[src/common/mbox_cfg.svh]
/*
 * mailbox configuration
 * word width, capacity, request address width and the register window base
 */

`ifndef MBOX_CFG_SVH
`define MBOX_CFG_SVH

// width of one mailbox data word in bits
`define MBOX_DATA_W 32

// capacity of the mailbox SRAM in kilobytes
`define MBOX_SIZE_KB 1

// number of words held by the SRAM, derived from the capacity
`define MBOX_DEPTH ((`MBOX_SIZE_KB * 1024 * 8) / `MBOX_DATA_W)

// width of a request byte address
`define MBOX_ADDR_W 16

// base of the register window, only bits 15 down to 10 take part in the decode
`define MBOX_CSR_BASE 16'h0000

`endif

[src/common/mbox_pkg.sv]
/*
 * mailbox datapath package
 * word, address, pointer and user types plus the protocol FSM states
 */

`include "mbox_cfg.svh"

package mbox_pkg;

    // one mailbox data word
    typedef logic [`MBOX_DATA_W-1:0] data_t;

    // byte address as seen on the request port
    typedef logic [`MBOX_ADDR_W-1:0] addr_t;

    // word index into the mailbox SRAM
    typedef logic [$clog2(`MBOX_DEPTH)-1:0] ptr_t;

    // user attribute that comes with every SoC request
    typedef logic [7:0] user_t;

    // protocol states, the lock owner walks through them in this order
    // the execute state is named after the side that has to consume the data
    typedef enum logic [2:0] {
        MBOX_IDLE         = 3'd0,
        MBOX_RDY_FOR_CMD  = 3'd1,
        MBOX_RDY_FOR_DLEN = 3'd2,
        MBOX_RDY_FOR_DATA = 3'd3,
        MBOX_EXECUTE_UC   = 3'd4,
        MBOX_EXECUTE_SOC  = 3'd5
    } mbox_fsm_state_e;

endpackage

[src/common/mbox_reg_pkg.sv]
/*
 * mailbox register map
 * byte offsets of the registers inside the register window
 */

package mbox_reg_pkg;

    // the low six address bits select a register
    typedef logic [5:0] reg_off_t;

    // reading the lock while it is free acquires it
    localparam reg_off_t LOCK_OFF    = 6'h00;
    localparam reg_off_t USER_OFF    = 6'h04;
    localparam reg_off_t CMD_OFF     = 6'h08;
    localparam reg_off_t DLEN_OFF    = 6'h0C;

    // datain has no storage, a write goes straight into the SRAM
    localparam reg_off_t DATAIN_OFF  = 6'h10;

    // every read of dataout advances the read pointer
    localparam reg_off_t DATAOUT_OFF = 6'h14;
    localparam reg_off_t EXECUTE_OFF = 6'h18;

endpackage

[src/mbox/mbox.sv]
/*
 * mailbox core
 * runs the lock and transfer protocol, checks the requester against the lock owner,
 * steers the SRAM between the protocol pointers and the direct uc path
 */
`timescale 1ns/1ps
`include "mbox_cfg.svh"

module mbox (
    input  logic            clk,
    input  logic            rst_b,
    input  logic            req_dv,
    input  logic            dir_req_dv,
    input  logic            req_write,
    input  logic            req_soc,
    input  mbox_pkg::addr_t req_addr,
    input  mbox_pkg::data_t req_wdata,
    input  mbox_pkg::user_t req_user,
    output mbox_pkg::data_t rdata,
    output logic            req_hold,
    output logic            mbox_error,
    output logic            uc_mbox_data_avail,
    output logic            soc_mbox_data_avail,
    output logic            sram_cs,
    output logic            sram_we,
    output mbox_pkg::ptr_t  sram_addr,
    output mbox_pkg::data_t sram_wdata,
    input  mbox_pkg::data_t sram_rdata
);

    localparam int              PTR_W    = $bits(mbox_pkg::ptr_t);
    localparam mbox_pkg::addr_t CSR_BASE = `MBOX_CSR_BASE;

    mbox_pkg::mbox_fsm_state_e fsm_ps;
    mbox_pkg::mbox_fsm_state_e fsm_ns;
    logic                      reg_sel;
    mbox_reg_pkg::reg_off_t    reg_off;
    mbox_pkg::data_t           csr_rdata;
    logic                      lock_value;
    logic                      cmd_wr;
    logic                      dlen_wr;
    logic                      datain_wr;
    logic                      dataout_rd;
    logic                      execute_value;
    mbox_pkg::user_t           user_value;
    logic                      valid_user;
    logic                      dataout_we;
    mbox_pkg::data_t           dataout_next;
    logic                      soc_has_lock;
    logic                      arc_lock;
    logic                      arc_release;
    logic                      inc_wrptr;
    logic                      inc_rdptr;
    logic                      inc_rdptr_f;
    logic                      inc_rdptr_ff;
    logic                      rst_ptr;
    logic                      update_dataout;
    mbox_pkg::ptr_t            wrptr;
    mbox_pkg::ptr_t            rdptr;
    logic                      dir_req_q;
    logic                      dir_rd_f;

    // register window decode on the upper address bits
    assign reg_sel = req_dv & (req_addr[`MBOX_ADDR_W-1:10] == CSR_BASE[`MBOX_ADDR_W-1:10]);
    assign reg_off = req_addr[5:0];

    // a read of the free lock takes it, the requester side is remembered below
    assign arc_lock = (fsm_ps == mbox_pkg::MBOX_IDLE) & reg_sel & ~req_write &
                      (reg_off == mbox_reg_pkg::LOCK_OFF) & ~lock_value;
    // clearing execute hands the mailbox back
    assign arc_release = ((fsm_ps == mbox_pkg::MBOX_EXECUTE_UC) |
                          (fsm_ps == mbox_pkg::MBOX_EXECUTE_SOC)) & ~execute_value;

    always_comb begin
        fsm_ns    = fsm_ps;
        inc_wrptr = 1'b0;
        inc_rdptr = 1'b0;
        rst_ptr   = 1'b0;
        unique case (fsm_ps)
            mbox_pkg::MBOX_IDLE: begin
                if (arc_lock) fsm_ns = mbox_pkg::MBOX_RDY_FOR_CMD;
            end
            mbox_pkg::MBOX_RDY_FOR_CMD: begin
                if (cmd_wr & valid_user) fsm_ns = mbox_pkg::MBOX_RDY_FOR_DLEN;
            end
            mbox_pkg::MBOX_RDY_FOR_DLEN: begin
                if (dlen_wr & valid_user) fsm_ns = mbox_pkg::MBOX_RDY_FOR_DATA;
            end
            mbox_pkg::MBOX_RDY_FOR_DATA: begin
                // only the owner moves the pointers while data is loaded
                inc_wrptr = datain_wr & valid_user;
                inc_rdptr = dataout_rd & valid_user;
                // execute means the other side now owns the data
                if (execute_value) begin
                    fsm_ns = soc_has_lock ? mbox_pkg::MBOX_EXECUTE_UC
                                          : mbox_pkg::MBOX_EXECUTE_SOC;
                end
            end
            mbox_pkg::MBOX_EXECUTE_UC, mbox_pkg::MBOX_EXECUTE_SOC: begin
                // the receiving side reads dataout without owning the lock
                inc_rdptr = dataout_rd;
                if (arc_release) begin
                    fsm_ns  = mbox_pkg::MBOX_IDLE;
                    rst_ptr = 1'b1;
                end
            end
            default: fsm_ns = mbox_pkg::MBOX_IDLE;
        endcase
    end

    always_ff @(posedge clk or negedge rst_b) begin
        if (!rst_b) begin
            fsm_ps       <= mbox_pkg::MBOX_IDLE;
            soc_has_lock <= 1'b0;
            wrptr        <= '0;
            rdptr        <= '0;
            inc_rdptr_f  <= 1'b0;
            inc_rdptr_ff <= 1'b0;
            dir_rd_f     <= 1'b0;
        end else begin
            fsm_ps <= fsm_ns;
            if (arc_lock) soc_has_lock <= req_soc;
            if (rst_ptr) wrptr <= '0;
            else if (inc_wrptr) wrptr <= wrptr + mbox_pkg::ptr_t'(1);
            if (rst_ptr) rdptr <= '0;
            else if (inc_rdptr) rdptr <= rdptr + mbox_pkg::ptr_t'(1);
            // SRAM read one cycle after the pointer moves, dataout load one cycle later
            inc_rdptr_f  <= inc_rdptr;
            inc_rdptr_ff <= inc_rdptr_f;
            // marks the held data phase of a direct read
            dir_rd_f <= dir_req_q & ~req_write;
        end
    end

    // uc requests pass when the uc owns the lock, SoC ones also need the stored user
    assign valid_user = lock_value & ((~soc_has_lock & ~req_soc) |
                        (soc_has_lock & req_soc & (req_user == user_value)));

    // data is flagged from the execute edge to the edge that clears execute
    assign uc_mbox_data_avail  = execute_value & soc_has_lock &
                                 ((fsm_ps == mbox_pkg::MBOX_RDY_FOR_DATA) |
                                  (fsm_ps == mbox_pkg::MBOX_EXECUTE_UC));
    assign soc_mbox_data_avail = execute_value & ~soc_has_lock &
                                 ((fsm_ps == mbox_pkg::MBOX_RDY_FOR_DATA) |
                                  (fsm_ps == mbox_pkg::MBOX_EXECUTE_SOC));

    // direct access is uc only, the held second cycle of a read starts nothing new
    assign dir_req_q = dir_req_dv & ~req_soc & ~dir_rd_f;
    assign req_hold  = dir_req_q & ~req_write;
    assign rdata     = dir_rd_f ? sram_rdata : csr_rdata;

    // direct requests use the word part of the byte address
    assign sram_we    = (dir_req_q & req_write) | inc_wrptr;
    assign sram_cs    = dir_req_q | sram_we | inc_rdptr_f;
    assign sram_addr  = dir_req_q ? req_addr[PTR_W+1:2] : (sram_we ? wrptr : rdptr);
    assign sram_wdata = req_wdata;

    // a datain write into the slot under the read pointer refreshes dataout at once
    assign update_dataout = inc_wrptr & (wrptr == rdptr);
    assign dataout_we     = update_dataout | inc_rdptr_ff;
    assign dataout_next   = update_dataout ? req_wdata : sram_rdata;

    mbox_csr u_csr (
        .clk           (clk),
        .rst_b         (rst_b),
        .reg_sel       (reg_sel),
        .reg_write     (req_write),
        .reg_off       (reg_off),
        .reg_wdata     (req_wdata),
        .reg_rdata     (csr_rdata),
        .reg_err       (mbox_error),
        .lock_set      (arc_lock),
        .lock_clr      (arc_release),
        .valid_user    (valid_user),
        .dataout_we    (dataout_we),
        .dataout_next  (dataout_next),
        .user_next     (req_user),
        .lock_value    (lock_value),
        .cmd_wr        (cmd_wr),
        .dlen_wr       (dlen_wr),
        .datain_wr     (datain_wr),
        .dataout_rd    (dataout_rd),
        .execute_value (execute_value),
        .user_value    (user_value)
    );

endmodule

[src/mbox/mbox_csr.sv]
/*
 * mailbox register block
 * holds lock, user, command, length, dataout and execute, decodes offsets,
 * produces the access pulses for the protocol FSM and flags undefined offsets
 */
`timescale 1ns/1ps

module mbox_csr (
    input  logic                   clk,
    input  logic                   rst_b,
    input  logic                   reg_sel,
    input  logic                   reg_write,
    input  mbox_reg_pkg::reg_off_t reg_off,
    input  mbox_pkg::data_t        reg_wdata,
    output mbox_pkg::data_t        reg_rdata,
    output logic                   reg_err,
    input  logic                   lock_set,
    input  logic                   lock_clr,
    input  logic                   valid_user,
    input  logic                   dataout_we,
    input  mbox_pkg::data_t        dataout_next,
    input  mbox_pkg::user_t        user_next,
    output logic                   lock_value,
    output logic                   cmd_wr,
    output logic                   dlen_wr,
    output logic                   datain_wr,
    output logic                   dataout_rd,
    output logic                   execute_value,
    output mbox_pkg::user_t        user_value
);

    logic            rd_acc;
    logic            wr_acc;
    logic            hit_lock;
    logic            hit_user;
    logic            hit_cmd;
    logic            hit_dlen;
    logic            hit_datain;
    logic            hit_dataout;
    logic            hit_execute;
    logic            execute_wr;
    mbox_pkg::data_t cmd_q;
    mbox_pkg::data_t dlen_q;
    mbox_pkg::data_t dataout_q;

    assign rd_acc = reg_sel & ~reg_write;
    assign wr_acc = reg_sel & reg_write;

    // one hit per defined register
    assign hit_lock    = (reg_off == mbox_reg_pkg::LOCK_OFF);
    assign hit_user    = (reg_off == mbox_reg_pkg::USER_OFF);
    assign hit_cmd     = (reg_off == mbox_reg_pkg::CMD_OFF);
    assign hit_dlen    = (reg_off == mbox_reg_pkg::DLEN_OFF);
    assign hit_datain  = (reg_off == mbox_reg_pkg::DATAIN_OFF);
    assign hit_dataout = (reg_off == mbox_reg_pkg::DATAOUT_OFF);
    assign hit_execute = (reg_off == mbox_reg_pkg::EXECUTE_OFF);

    // any access that matches none of the registers is an error, read or write
    assign reg_err = reg_sel & ~(hit_lock | hit_user | hit_cmd | hit_dlen |
                                 hit_datain | hit_dataout | hit_execute);

    // raw access pulses, the FSM decides whether the requester may use them
    assign cmd_wr     = wr_acc & hit_cmd;
    assign dlen_wr    = wr_acc & hit_dlen;
    assign datain_wr  = wr_acc & hit_datain;
    assign execute_wr = wr_acc & hit_execute;
    assign dataout_rd = rd_acc & hit_dataout;

    // read data comes straight from the registers in the request cycle
    // datain reads back as zero since nothing is stored for it
    always_comb begin
        reg_rdata = '0;
        if (rd_acc) begin
            if (hit_lock)    reg_rdata = mbox_pkg::data_t'(lock_value);
            if (hit_user)    reg_rdata = mbox_pkg::data_t'(user_value);
            if (hit_cmd)     reg_rdata = cmd_q;
            if (hit_dlen)    reg_rdata = dlen_q;
            if (hit_dataout) reg_rdata = dataout_q;
            if (hit_execute) reg_rdata = mbox_pkg::data_t'(execute_value);
        end
    end

    // lock clear wins over set, both come from the FSM and never overlap in practice
    always_ff @(posedge clk or negedge rst_b) begin
        if (!rst_b) begin
            lock_value    <= 1'b0;
            user_value    <= '0;
            cmd_q         <= '0;
            dlen_q        <= '0;
            execute_value <= 1'b0;
        end else begin
            if (lock_clr) lock_value <= 1'b0;
            else if (lock_set) lock_value <= 1'b1;
            // the user of the requester is captured when it takes the lock
            if (lock_set) user_value <= user_next;
            if (cmd_wr & valid_user) cmd_q <= reg_wdata;
            if (dlen_wr & valid_user) dlen_q <= reg_wdata;
            if (execute_wr & valid_user) execute_value <= reg_wdata[0];
        end
    end

    // dataout is only ever loaded by hardware, from the SRAM or from a datain write
    always_ff @(posedge clk) begin
        if (dataout_we) dataout_q <= dataout_next;
    end

endmodule

[config.mk]
export PLATFORM = sky130hd
export DESIGN_NAME = mbox
export DESIGN_NICKNAME = d
export VERILOG_FILES = /design/src/common/mbox_pkg.sv /design/src/common/mbox_reg_pkg.sv /design/src/mbox/mbox.sv /design/src/mbox/mbox_csr.sv
export VERILOG_INCLUDE_DIRS = /design/src /design/src/common
export SDC_FILE = /design/constraint.sdc
export NUM_CORES = 1
export LEC_CHECK = 0
export BUFFER_PORTS_ARGS = -buffer_cell sky130_fd_sc_hd__buf_2
export CORE_ASPECT_RATIO = 0.6
export CORE_MARGIN = 2
export CORE_UTILIZATION = 50
export DETAILED_ROUTE_END_ITERATION = 16
export PLACE_DENSITY = 0.75
export SKIP_LAST_GASP = 1
export SYNTH_ARGS = -nofsm -noshare
export SYNTH_HDL_FRONTEND = slang
export SYNTH_SLANG_ARGS = --single-unit
export TNS_END_PERCENT = 5
[constraint.sdc]
create_clock -name clk -period 3.2 [get_ports clk]
set_clock_uncertainty 0.2 [all_clocks]
set_input_delay 0.16 -clock clk [delete_from_list [all_inputs] [get_ports clk]]
set_output_delay 0.16 -clock clk [all_outputs]
set_load 0.02 [all_outputs]
==> metrics.md, run 1 <==
| Metric | Value |
|---|---|
| Run status | finished, final reports clean |
| Fraction of synthesis flops using an asynchronous set or reset pin | 75.2% |
| ANT nets after route | 0 |
| Total global routing track utilization | 28.5% |
| DRC violation total after the first TritonRoute iteration | 744 |
| Vias per cell | 5.99 |
| First drt pass iteration count | 7 |
| Largest fanout of any net on the critical path | 6 |
| Cell types occupying the most area after synthesis | sky130_fd_sc_hd__dfrtp_1 (34%), sky130_fd_sc_hd__edfxtp_1 (13%), sky130_fd_sc_hd__mux2_2 (12%) |
| Top routing layer used | met4 |
| Starting density of the core | 51.8% |
| Synthesized area per cell | 11.3 µm² |
| Filler cell count in the final layout | 1027 |
| Worst path arrival time | 2.58 ns |
| Number of placed I/O pins | 172 |
| Largest vdd supply drop | 0.323 mV |
| Final global-route overflow total | 0 |
| Most used cells in the layout excluding fill and tap cells | sky130_fd_sc_hd__buf_2 (170), sky130_fd_sc_hd__dfrtp_1 (97), sky130_fd_sc_hd__mux2_2 (77), sky130_fd_sc_hd__dlygate4sd3_1 (76), sky130_fd_sc_hd__nand2_1 (50) |
| Cell accounting for the most synthesized area | sky130_fd_sc_hd__dfrtp_1 |
| Top cell type's share of synthesized area | 33.9% |
| Residual DRC | 0 |
| Cell Rows | 33 |
| Number of distinct library cells after synthesis | 54 |
| Global-route wire length before repair | 33.5 mm |
| Worst hold path class | primary input to flip-flop |
| PortBufs | 171 |
| Yosys reg bits | 129 |
| Clk slew on worst S/H paths | 0.06 ns |
| Total vias in the final route | 6289 |
| Net count after synthesis | 730 |
| HPWL after detailed placement | 13.8 mm |
| TNS Setup | 0 ns |
| Core Box Area | 13800 µm² |
| Required @ worst endpoint | 2.84 ns |
| Buffer type at the clock tree root | sky130_fd_sc_hd__clkbuf_16 |
| Worst Setup End Kind | primary output |
| Most frequent cell on the critical path | sky130_fd_sc_hd__buf_2 |
| Number of antenna violations at the first check in global routing | 0 |
| Final period demand of the worst path | 2.94 ns |
| Worst slew pin tran | 0.744 ns |
| Number of instances resized during post-cts repair | 0 |
| Post-Synth Simple-Gate Area | 11.7% |
| Critical path type | primary input to primary output |
| Cell family contributing the most delay on the critical path | buffers and inverters |
| Routed WL | 21.3 mm |
| Pins Over Slew Limit | 0 |
| Mapped cell area | 7160 µm² |
| Total die area | 15300 µm² |
| Max frequency | 0.341 GHz |
| Largest family of logic cells by synthesized area | multiplexers |
| Routability cong. | 0.934 |
| Commonest non-fill, non-tap cell in the layout | sky130_fd_sc_hd__buf_2 |
| Number of failing setup endpoints in the final timing report | 0 |
| Number of buffers and inverters on the critical path | 3 |
| Layout cells sized above 1 | 39.9% |
| Xor and xnor fraction of the mapped netlist area | 2.32% |
| Via count of the first global-routing pass | 6229 |
| Crit path cell chain | dlygate4sd3_1 -> buf_2 -> or4_1 -> o41ai_1 -> buf_2 |
| Post-synth EDFFs | 32 |
| Post-synthesis mux area share | 18.7% |
| Final hold violation count | 0 |
| Compound-gate portion of the synthesized area | 13.2% |
| Power Density | 425 nW/µm² |
| Number of nets at the end of the flow | 941 |
| Met3 routed wirelength | 1.83 mm |
| Fin util | 68.0% |
| Die X | 159 µm |
| Count of antenna diodes in the layout | 0 |
| Portion of the post-synthesis area used by sequential elements | 47.3% |
| Static power due to leakage | 4.39 nW |
| Cell with the biggest individual delay on the critical path | sky130_fd_sc_hd__o41ai_1 |
| MaxCap Viol Count | 0 |
| Number of buffers inserted to repair setup after CTS | 0 |
| Sum of routed wire segments on met1 | 9.42 mm |
| TritonCTS clock tree | yes |
| Adder and majority gate portion of the synthesized area | 0.349% |
| Synthesis-to-layout area growth | 31.3% |
| H-Tree Depth | 4 |
| Clock latency at the later pin of the worst-skew pair | 0.41 ns |
| Number of instances in the synthesized netlist | 634 |
| RSZ-0062 raised after global routing | no |
| Slew margin rel. | 49.8% |
| Leading register cell type out of synthesis | sky130_fd_sc_hd__dfrtp_1 |
| Maximum number of pins on one net before global-route repair | 51 |
| Chip height | 96.7 µm |
| Startpoint types | primary input |
| Cts bufs inserted | 17 |
| Yosys warnings | 0 |
| Clock sink count | 129 |
| Clock tree buffer depth | 2 |
| Drt wl/cell | 20.3 µm |
| Total length of routed met2 wires | 9.68 mm |
| # hold bufs at CTS | 76 |
| Crit-path max cell delay | 0.76 ns |
| Final period util | 91.8% |
stage by stage:
stage | hold slack [ns] | instances | cell area, µm² | setup WS, ns | total power [mW]
global placement | 0.0218 | 942 | 8060 | 0.416 | 2.03
floorplan | -0.336 | 634 | 7160 | 0.00787 | 1.89
finish | 0.103 | 1050 | 9400 | 0.264 | 3.99
detailed placement | 0.0384 | 942 | 8060 | 0.394 | 2.04
CTS | 0.0865 | 1050 | 9400 | 0.306 | 4.01
global route | 0.130 | 1050 | 9400 | 0.198 | 4.12
path summary, 6_finish.rpt:
kind	from	cells past startpoint	endpoint	slack, ns
max	req_write	5	rdata[0]	0.26
min	req_addr[11]	5	fsm_ps[1]	0.10
max reg2reg	wrptr[0]	5	u_csr.dataout_q[18]	0.35
min reg2reg	inc_rdptr_f	0	inc_rdptr_ff	0.18
max in group asynchronous	rst_b	3	u_csr.cmd_q[30]	1.93
min in group asynchronous	rst_b	2	u_csr.user_value[4]	0.12
worst register-to-register path: stages (launching register included):
cell and delay (ns):
sky130_fd_sc_hd__dfrtp_1 0.47, sky130_fd_sc_hd__xor2_1 0.20, sky130_fd_sc_hd__nor4_1 0.61, sky130_fd_sc_hd__nand4_4 0.48, sky130_fd_sc_hd__buf_12 0.32, sky130_fd_sc_hd__mux2_4 0.31
final cells by class:
class | instances | area [µm²] | area share [%]
flip-flops and latches | 129 | 3390 | 36.0
multi-input cells | 422 | 3330 | 35.4
repair buffers | 271 | 1850 | 19.7
clock buffers | 18 | 439 | 4.67
well taps | 192 | 240 | 2.55
clock inverters | 14 | 139 | 1.48
inverters | 4 | 15.0 | 0.160
per-layer routing:
layer  up-vias  GRT usage [%]
met5         -              0
met2       348           44.5
met1      3104           40.5
li1       2802              -
met3        35           5.78
met4         0           7.76
cells by family after synthesis:
logic type,Yosys count
xor gates and xnor gates,19
and+or+nand+nor,155
muxes,110
DFF,129
adders and majority gates,2
buffers and inverters,83
AOI/OAI and AO/OA,136
power by group:
part | internal, mW | switching, mW
registers | 1.69 | 0.00258
logic | 0.180 | 0.211
clock network | 1.16 | 0.746
total | 3.03 | 0.960
flip-flops by register name, indices dropped and copies added (netlist names):
signal,flops
u_csr.lock_value,1
dir_rd_f,1
wrptr,8
inc_rdptr_ff,1
rdptr,8
soc_has_lock,1
u_csr.user_value,8
u_csr.dlen_q,32
inc_rdptr_f,1
u_csr.dataout_q,32
u_csr.cmd_q,32
u_csr.execute_value,1
fsm_ps,3
Yosys cell counts, types with 7 or more instances:
cell type,number
sky130_fd_sc_hd__dfrtp_1,97
sky130_fd_sc_hd__mux2_2,77
sky130_fd_sc_hd__nand2_1,50
sky130_fd_sc_hd__o21ai_0,42
sky130_fd_sc_hd__clkbuf_1,40
sky130_fd_sc_hd__buf_4,33
sky130_fd_sc_hd__edfxtp_1,32
sky130_fd_sc_hd__a222oi_1,31
sky130_fd_sc_hd__mux2_4,29
sky130_fd_sc_hd__a21oi_1,23
sky130_fd_sc_hd__nand3_1,21
sky130_fd_sc_hd__nor2_1,19
sky130_fd_sc_hd__a31oi_1,11
sky130_fd_sc_hd__xor2_1,11
sky130_fd_sc_hd__or4_1,9
sky130_fd_sc_hd__a21o_1,8
sky130_fd_sc_hd__nor4_1,8
sky130_fd_sc_hd__xnor2_1,8
sky130_fd_sc_hd__nand4_1,7
sky130_fd_sc_hd__nor3_1,7
No activity file was read; power rests on OpenSTA's default activity.
==> inputs of run 2 (changes only) <==
--- a/config.mk
+++ b/config.mk
@@ -8,9 +8,9 @@
 export LEC_CHECK = 0
 export BUFFER_PORTS_ARGS = -buffer_cell sky130_fd_sc_hd__buf_2
 export CORE_ASPECT_RATIO = 0.6
-export CORE_MARGIN = 2
 export CORE_UTILIZATION = 50
 export DETAILED_ROUTE_END_ITERATION = 16
+export MAX_ROUTING_LAYER = met4
 export PLACE_DENSITY = 0.75
 export SKIP_LAST_GASP = 1
 export SYNTH_ARGS = -nofsm -noshare
==> run 2 against run 1 <==
Against the previous run: first-iteration DRC count decreased by 2.2%; critical path depth up 2; fmax shrank 5.8%; final cell count unchanged; worst hold slack got worse by 0.072 ns; sequential power hardly changed; setup slack worse by 0.18 ns; combinational power decreased by 2%; register-to-register slack lost 0.27 ns; sequential share of layout area barely moved; clock power about the same; final area hardly changed; critical path type is now flip-flop to flip-flop; critical endpoint is now u_csr.dataout_q[0]; largest power group unchanged.
==> metrics.md, run 2 (same netlist as run 1, synthesis figures left out) <==
| Metric | Value |
|---|---|
| Run status | finished, final reports clean |
| Final hold violation count | 0 (unchanged) |
| Number of antenna violations at the first check in global routing | 0 (unchanged) |
| Pins Over Slew Limit | 0 (unchanged) |
| Drt wl/cell | 19.4 µm (-4.2%) |
| Clock sink count | 129 (unchanged) |
| Buffer type at the clock tree root | sky130_fd_sc_hd__clkbuf_16 |
| RSZ-0062 raised after global routing | no |
| Final global-route overflow total | 0 (unchanged) |
| Filler cell count in the final layout | 1037 (+0.97%) |
| Total global routing track utilization | 29.2% (+0.74 points) |
| Required @ worst endpoint | 3.15 ns (+0.31 ns) |
| MaxCap Viol Count | 0 (unchanged) |
| Count of antenna diodes in the layout | 0 (unchanged) |
| Largest registers | u_csr.cmd_q: 32 flops, u_csr.dataout_q: 32 flops, u_csr.dlen_q: 32 flops |
| HPWL after detailed placement | 13.7 mm (-0.76%) |
| Global-route wire length before repair | 31.4 mm (-6.5%) |
| Power Density | 421 nW/µm² (-0.93%) |
| Clock tree buffer depth | 2 (unchanged) |
| Worst slew pin tran | 0.723 ns (-0.0213 ns) |
| Final period demand of the worst path | 3.12 ns (+0.180 ns) |
| Static power due to leakage | 4.39 nW (-0.15%) |
| Maximum number of pins on one net before global-route repair | 50 (-2.0%) |
| Layout cells sized above 1 | 39.7% (-0.12 points) |
| Chip height | 94.7 µm (-2.1%) |
| DRC violation total after the first TritonRoute iteration | 728 (-2.2%) |
| Crit-path max cell delay | 0.55 ns (-0.21 ns) |
| Cell with the biggest individual delay on the critical path | sky130_fd_sc_hd__dlygate4sd3_1 |
| Startpoint types | flip-flop |
| Clock latency at the later pin of the worst-skew pair | 0.41 ns (about the same) |
| Worst Setup End Kind | flip-flop |
| ANT nets after route | 0 (unchanged) |
| Largest fanout of any net on the critical path | 20 (+14) |
| Cts bufs inserted | 17 (unchanged) |
| TritonCTS clock tree | yes |
| Worst hold path class | primary input to flip-flop |
| PortBufs | 171 (unchanged) |
| Worst path arrival time | 3.07 ns (+0.49 ns) |
| Final period util | 97.4% (+5.6 points) |
| Slew margin rel. | 51.8% (+2.1 points) |
| Clk slew on worst S/H paths | 0.05 ns (about the same) |
| Critical path type | flip-flop to flip-flop |
| Cell Rows | 33 (unchanged) |
| Residual DRC | 0 (unchanged) |
| Synthesis-to-layout area growth | 31.3% (about the same) |
| Routed WL | 20.4 mm (-4.2%) |
| Total vias in the final route | 6209 (-1.3%) |
| Total die area | 14800 µm² (-3.3%) |
| TNS Setup | 0 ns (unchanged) |
| Largest vdd supply drop | 0.255 mV (-21%) |
| Commonest non-fill, non-tap cell in the layout | sky130_fd_sc_hd__buf_2 |
| Number of placed I/O pins | 172 (unchanged) |
| Via count of the first global-routing pass | 5968 (-4.2%) |
| Max frequency | 0.321 GHz (-5.8%) |
| Core Box Area | 13800 µm² (unchanged) |
| Vias per cell | 5.91 (-1.3%) |
| First drt pass iteration count | 6 (-1) |
| Routability cong. | 0.970 (+3.9%) |
| Overall power of the completed layout | 3.96 mW (-0.89%) |
| Starting density of the core | 51.8% (unchanged) |
| Crit path cell chain | xnor2_1 -> and3_1 -> a31o_4 -> nand4_4 -> buf_4 -> mux2_2 -> dlygate4sd3_1 |
| Number of nets at the end of the flow | 941 (unchanged) |
| H-Tree Depth | 4 (unchanged) |
| Die X | 157 µm (-1.3%) |
| Number of failing setup endpoints in the final timing report | 0 (unchanged) |
| Number of buffers inserted to repair setup after CTS | 0 (unchanged) |
| Most used cells in the layout excluding fill and tap cells | sky130_fd_sc_hd__buf_2 (170), sky130_fd_sc_hd__dfrtp_1 (97), sky130_fd_sc_hd__mux2_2 (77), sky130_fd_sc_hd__dlygate4sd3_1 (76), sky130_fd_sc_hd__nand2_1 (50) |
[run 2: changes by cell type in the layout (fill, tap and decap cells not counted), sizes merged]
cell,change
clkbuf,+2
clkinv,-1
clkinvlp,-1
[run 2: timing repair]
item                                    4_1_cts  5_1_grt
hold buffers                                 76        0
resized for setup                             0        1
hold endpoints to repair                    155        0
endpoints found under the setup margin        0        1
[run 2: path summary, 6_finish.rpt]
| path | cells after the start | from | slack, ns | endpoint |
|---|---|---|---|---|
| worst max-delay path | 7 | u_csr.user_value[1] | 0.08 | u_csr.dataout_q[0] |
| worst min-delay path | 3 | req_addr[3] | 0.03 | u_csr.execute_value |
| worst max register to register | 7 | u_csr.user_value[1] | 0.08 | u_csr.dataout_q[0] |
| worst min register to register | 0 | inc_rdptr_f | 0.18 | inc_rdptr_ff |
| max in group asynchronous | 3 | rst_b | 1.94 | u_csr.cmd_q[30] |
| min in group asynchronous | 2 | rst_b | 0.13 | u_csr.cmd_q[3] |
[run 2: area by class of cell]
class / instances / area [µm²] / area share [%]
tap: 192 / 240 / 2.55
timing repair buffer: 271 / 1850 / 19.7
clock buffer: 20 / 437 / 4.64
sequential: 129 / 3390 / 36.0
inverter: 4 / 15.0 / 0.160
clock inverter: 12 / 136 / 1.45
multi-input combinational: 422 / 3340 / 35.5
[run 2: routing by layer]
layer  global-route usage [%]  part of all wire [%]  up-vias
met5                        -                     0        -
met4                     8.82                   1.1        0
met3                     6.06                   8.9       23
met2                     43.4                    45      329
met1                     40.3                    45     3056
li1                         -                     -     2801
[run 2: through the flow]
stage               cell area [µm²]  setup slack [ns]  instances  utilization [%]  hold slack, ns
finish                         9410            0.0836       1050             68.0          0.0308
global route                   9410           0.00758       1050             68.0          0.0190
CTS                            9400            0.0234       1050             67.9         0.00744
detailed placement             8060             0.462        942             58.3          0.0477
global placement               8060             0.478        942             58.3          0.0393
floorplan                      7160           0.00787        634                -          -0.336
[run 2: worst max-delay path, delay by kind of cell, from the launching register on]
| kind | cells | cell delay, ns |
|---|---|---|
| buf+inv | 2 | 0.95 |
| xor+xnor | 1 | 0.17 |
| compound gates | 1 | 0.33 |
| flops | 1 | 0.44 |
| simple gates | 2 | 0.38 |
| mux | 1 | 0.38 |
[run 2: report_power, final]
group	leakage, nW	switching, mW	total, mW	internal [mW]
sequential	1.60	0.00396	1.69	1.69
combinational	2.51	0.204	0.385	0.181
clock	0.273	0.726	1.88	1.15
total	4.39	0.934	3.96	3.02
==> inputs of run 3 (changes only) <==
==> constraint.sdc (replaced) <==
create_clock -name clk -period 3.2 [get_ports clk]
set_clock_uncertainty 0.2 [all_clocks]
set_input_delay 0.64 -clock clk [delete_from_list [all_inputs] [get_ports clk]]
set_output_delay 0.64 -clock clk [all_outputs]
set_load 0.02 [all_outputs]
==> run 3 against run 2 <==
Against the previous run: the run now ends with setup timing left; global-route usage rose by 0.092 points; critical path type is now primary input to primary output; critical endpoint is now rdata[20]; sequential share of layout area rose by 0.61 points; worst hold slack improved by 0.022 ns.
==> metrics.md, run 3 (same netlist as run 1, synthesis figures left out) <==
| Metric | Value |
|---|---|
| First drt pass iteration count | 5 (-1) |
| Die X | 157 µm (unchanged) |
| Worst slew pin tran | 0.650 ns (-0.0728 ns) |
| Pins Over Slew Limit | 0 (unchanged) |
| Routed WL | 20.5 mm (+0.34%) |
| Run status | complete, but fails checks |
| Number of nets at the end of the flow | 887 (-5.7%) |
| Endpoint of the worst-slack reg-to-reg timing path | rdptr[5] |
| PortBufs | 171 (unchanged) |
| ANT nets after route | 0 (unchanged) |
| Startpoint types | primary input |
| Layout cells sized above 1 | 49.3% (+9.5 points) |
| Max frequency | 0.291 GHz (-9.3%) |
| Number of buffers and inverters on the critical path | 4 (+2) |
| Power Density | 425 nW/µm² (+0.98%) |
| Cell family contributing the most delay on the critical path | simple AND/OR/NAND/NOR gates |
| Violated checks | setup timing |
| RSZ-0062 raised after global routing | yes |
| Final period util | 107% (+10 points) |
| Count of antenna diodes in the layout | 0 (unchanged) |
| Number of failing setup endpoints in the final timing report | 42 (+42) |
| Routability cong. | 0.917 (-5.4%) |
| Clock latency at the later pin of the worst-skew pair | 0.41 ns (about the same) |
| Crit path cell chain | buf_6 -> or4b_4 -> or4_4 -> a211o_4 -> buf_12 -> buf_16 -> o21ai_4 -> buf_6 |
| Global-route wire length before repair | 31.4 mm (unchanged) |
| Slew margin rel. | 56.7% (+4.9 points) |
| Most frequent cell on the critical path | sky130_fd_sc_hd__buf_6 |
| Cell with the biggest individual delay on the critical path | sky130_fd_sc_hd__or4b_4 |
| Total vias in the final route | 6054 (-2.5%) |
| R2R cell count | 5 (-2) |
| Clock tree buffer depth | 2 (unchanged) |
| Critical path type | primary input to primary output |
| Critical register-to-register path startpoint | fsm_ps[2] |
| Via count of the first global-routing pass | 5742 (-3.8%) |
| Number of placed I/O pins | 172 (unchanged) |
| Worst hold path class | primary input to asynchronous set/reset pin |
| Core Box Area | 13800 µm² (unchanged) |
| Synthesis-to-layout area growth | 29.1% |
| MaxCap Viol Count | 0 (unchanged) |
| TritonCTS clock tree | yes |
| Clock sink count | 129 (unchanged) |
| Vias per cell | 6.08 (+2.8%) |
| Number of antenna violations at the first check in global routing | 0 (unchanged) |
| Starting density of the core | 51.8% (unchanged) |
| Post-route worst hold slack | 0.0524 ns (+0.0216 ns) |
| Chip height | 94.7 µm (unchanged) |
| Residual DRC | 0 (unchanged) |
| R2R Setup Slk | 0.62 ns (+0.54 ns) |
| Largest fanout of any net on the critical path | 8 (-60%) |
| Total global routing track utilization | 29.3% (+0.092 points) |
| Final critical-path setup slack | -0.235 ns (-0.319 ns) |
| Worst Setup End Kind | primary output |
| TNS Setup | -8.30 ns (-8.30 ns) |
| Largest registers | u_csr.cmd_q: 32 flops, u_csr.dataout_q: 32 flops, u_csr.dlen_q: 32 flops |
| H-Tree Depth | 4 (unchanged) |
| Clk slew on worst S/H paths | 0.06 ns (about the same) |
| Final period demand of the worst path | 3.44 ns (+0.319 ns) |
| Count of placed standard cells including taps | 958 (+1.7%) |
| Worst path arrival time | 2.60 ns (-0.47 ns) |
| Buffer type at the clock tree root | sky130_fd_sc_hd__clkbuf_16 |
| HPWL after detailed placement | 13.9 mm (+1.5%) |
| Post-Place Setup Slack | -0.419 ns (-0.881 ns) |
| Maximum number of pins on one net before global-route repair | 51 (+2.0%) |
| DRC violation total after the first TritonRoute iteration | 532 (-27%) |
| Cell Rows | 33 (unchanged) |
| Total die area | 14800 µm² (unchanged) |
| Filler cell count in the final layout | 1019 (-1.7%) |
| Static power due to leakage | 4.31 nW (-1.7%) |
| Final hold violation count | 0 (unchanged) |
| Final global-route overflow total | 0 (unchanged) |
| Drt wl/cell | 20.5 µm (+5.8%) |
| Most used cells in the layout excluding fill and tap cells | sky130_fd_sc_hd__buf_2 (144), sky130_fd_sc_hd__dfrtp_1 (97), sky130_fd_sc_hd__mux2_2 (77), sky130_fd_sc_hd__nand2_1 (50), sky130_fd_sc_hd__buf_4 (44) |
| Cts bufs inserted | 17 (unchanged) |
| Crit-path max cell delay | 0.53 ns (-0.02 ns) |
| Largest vdd supply drop | 0.316 mV (+24%) |
| Final Instance Count excl. Fillers | 996 (-5.1%) |
| Required @ worst endpoint | 2.36 ns (-0.79 ns) |
| Commonest non-fill, non-tap cell in the layout | sky130_fd_sc_hd__buf_2 |
run 3: cell count changes in the layout (fill, tap and decap cells not counted), sizes merged:
cell	previous run	this run
clkinv	6	4
inv	6	9
dlygate4sd3	76	0
clkbuf	20	19
buf	195	216
a211o	1	2
bufinv	2	1
clkinvlp	2	3
run 3: area by class of cell:
cell class | count | area, µm² | area share, %
tap | 192 | 240 | 2.60
clock inverter | 13 | 126 | 1.37
inverter | 4 | 15.0 | 0.162
multi-input combinational | 423 | 3530 | 38.1
sequential | 129 | 3390 | 36.6
clock buffer | 19 | 453 | 4.90
timing repair buffer | 216 | 1500 | 16.2
run 3: worst max path at each step:
| stage | from | endpoint | slack [ns] | depth (start not counted) |
|---|---|---|---|---|
| 2_1_floorplan | req_addr[12] | rdata[0] | -0.24 | 3 |
| 3_3_place_gp | req_addr[12] | rdata[0] | -0.42 | 7 |
| 3_5_place_dp | req_addr[12] | rdata[0] | -0.42 | 7 |
| 4_1_cts | req_addr[12] | rdata[23] | -0.22 | 8 |
| 5_1_grt | req_addr[12] | rdata[25] | -0.28 | 8 |
| 6_report | req_addr[12] | rdata[20] | -0.24 | 8 |
run 3: where the power goes:
group,switching [mW],internal (mW),total (mW)
Sequential,0.00116,1.69,1.69
Clock,0.770,1.12,1.89
Combinational,0.204,0.139,0.343
run 3: through the flow:
stage | total power, mW | utilization (%) | area [µm²]
after floorplan | 1.89 | - | 7260
after global placement | 2.04 | 60.4 | 8360
after detailed placement | 2.05 | 60.4 | 8360
after CTS | 3.95 | 66.7 | 9230
after global routing | 4.05 | 66.9 | 9250
final | 3.93 | 66.9 | 9250
run 3: worst register-to-register path, cell delays in order, from the launching register on:
cell	delay, ns
sky130_fd_sc_hd__dfrtp_1	0.48
sky130_fd_sc_hd__nand3b_1	0.27
sky130_fd_sc_hd__o41ai_1	0.56
sky130_fd_sc_hd__nand2_1	0.41
sky130_fd_sc_hd__a211oi_1	0.36
sky130_fd_sc_hd__mux2i_1	0.22
run 3: what timing repair did:
action,4_1_cts,5_1_grt
pin swaps,6,4
cloned,2,0
buffers inserted,4,0
gates resized for setup,48,8
setup endpoints to repair,42,42
hold buffers,0,0
run 3: per-layer routing:
metal  vias up  wire length, µm  track usage, %
met2       341             9090            43.9
met3        17             1870            6.61
met1      2999             9350            40.8
met5         -                0               -
li1       2697                -               -
met4         0              144            6.05
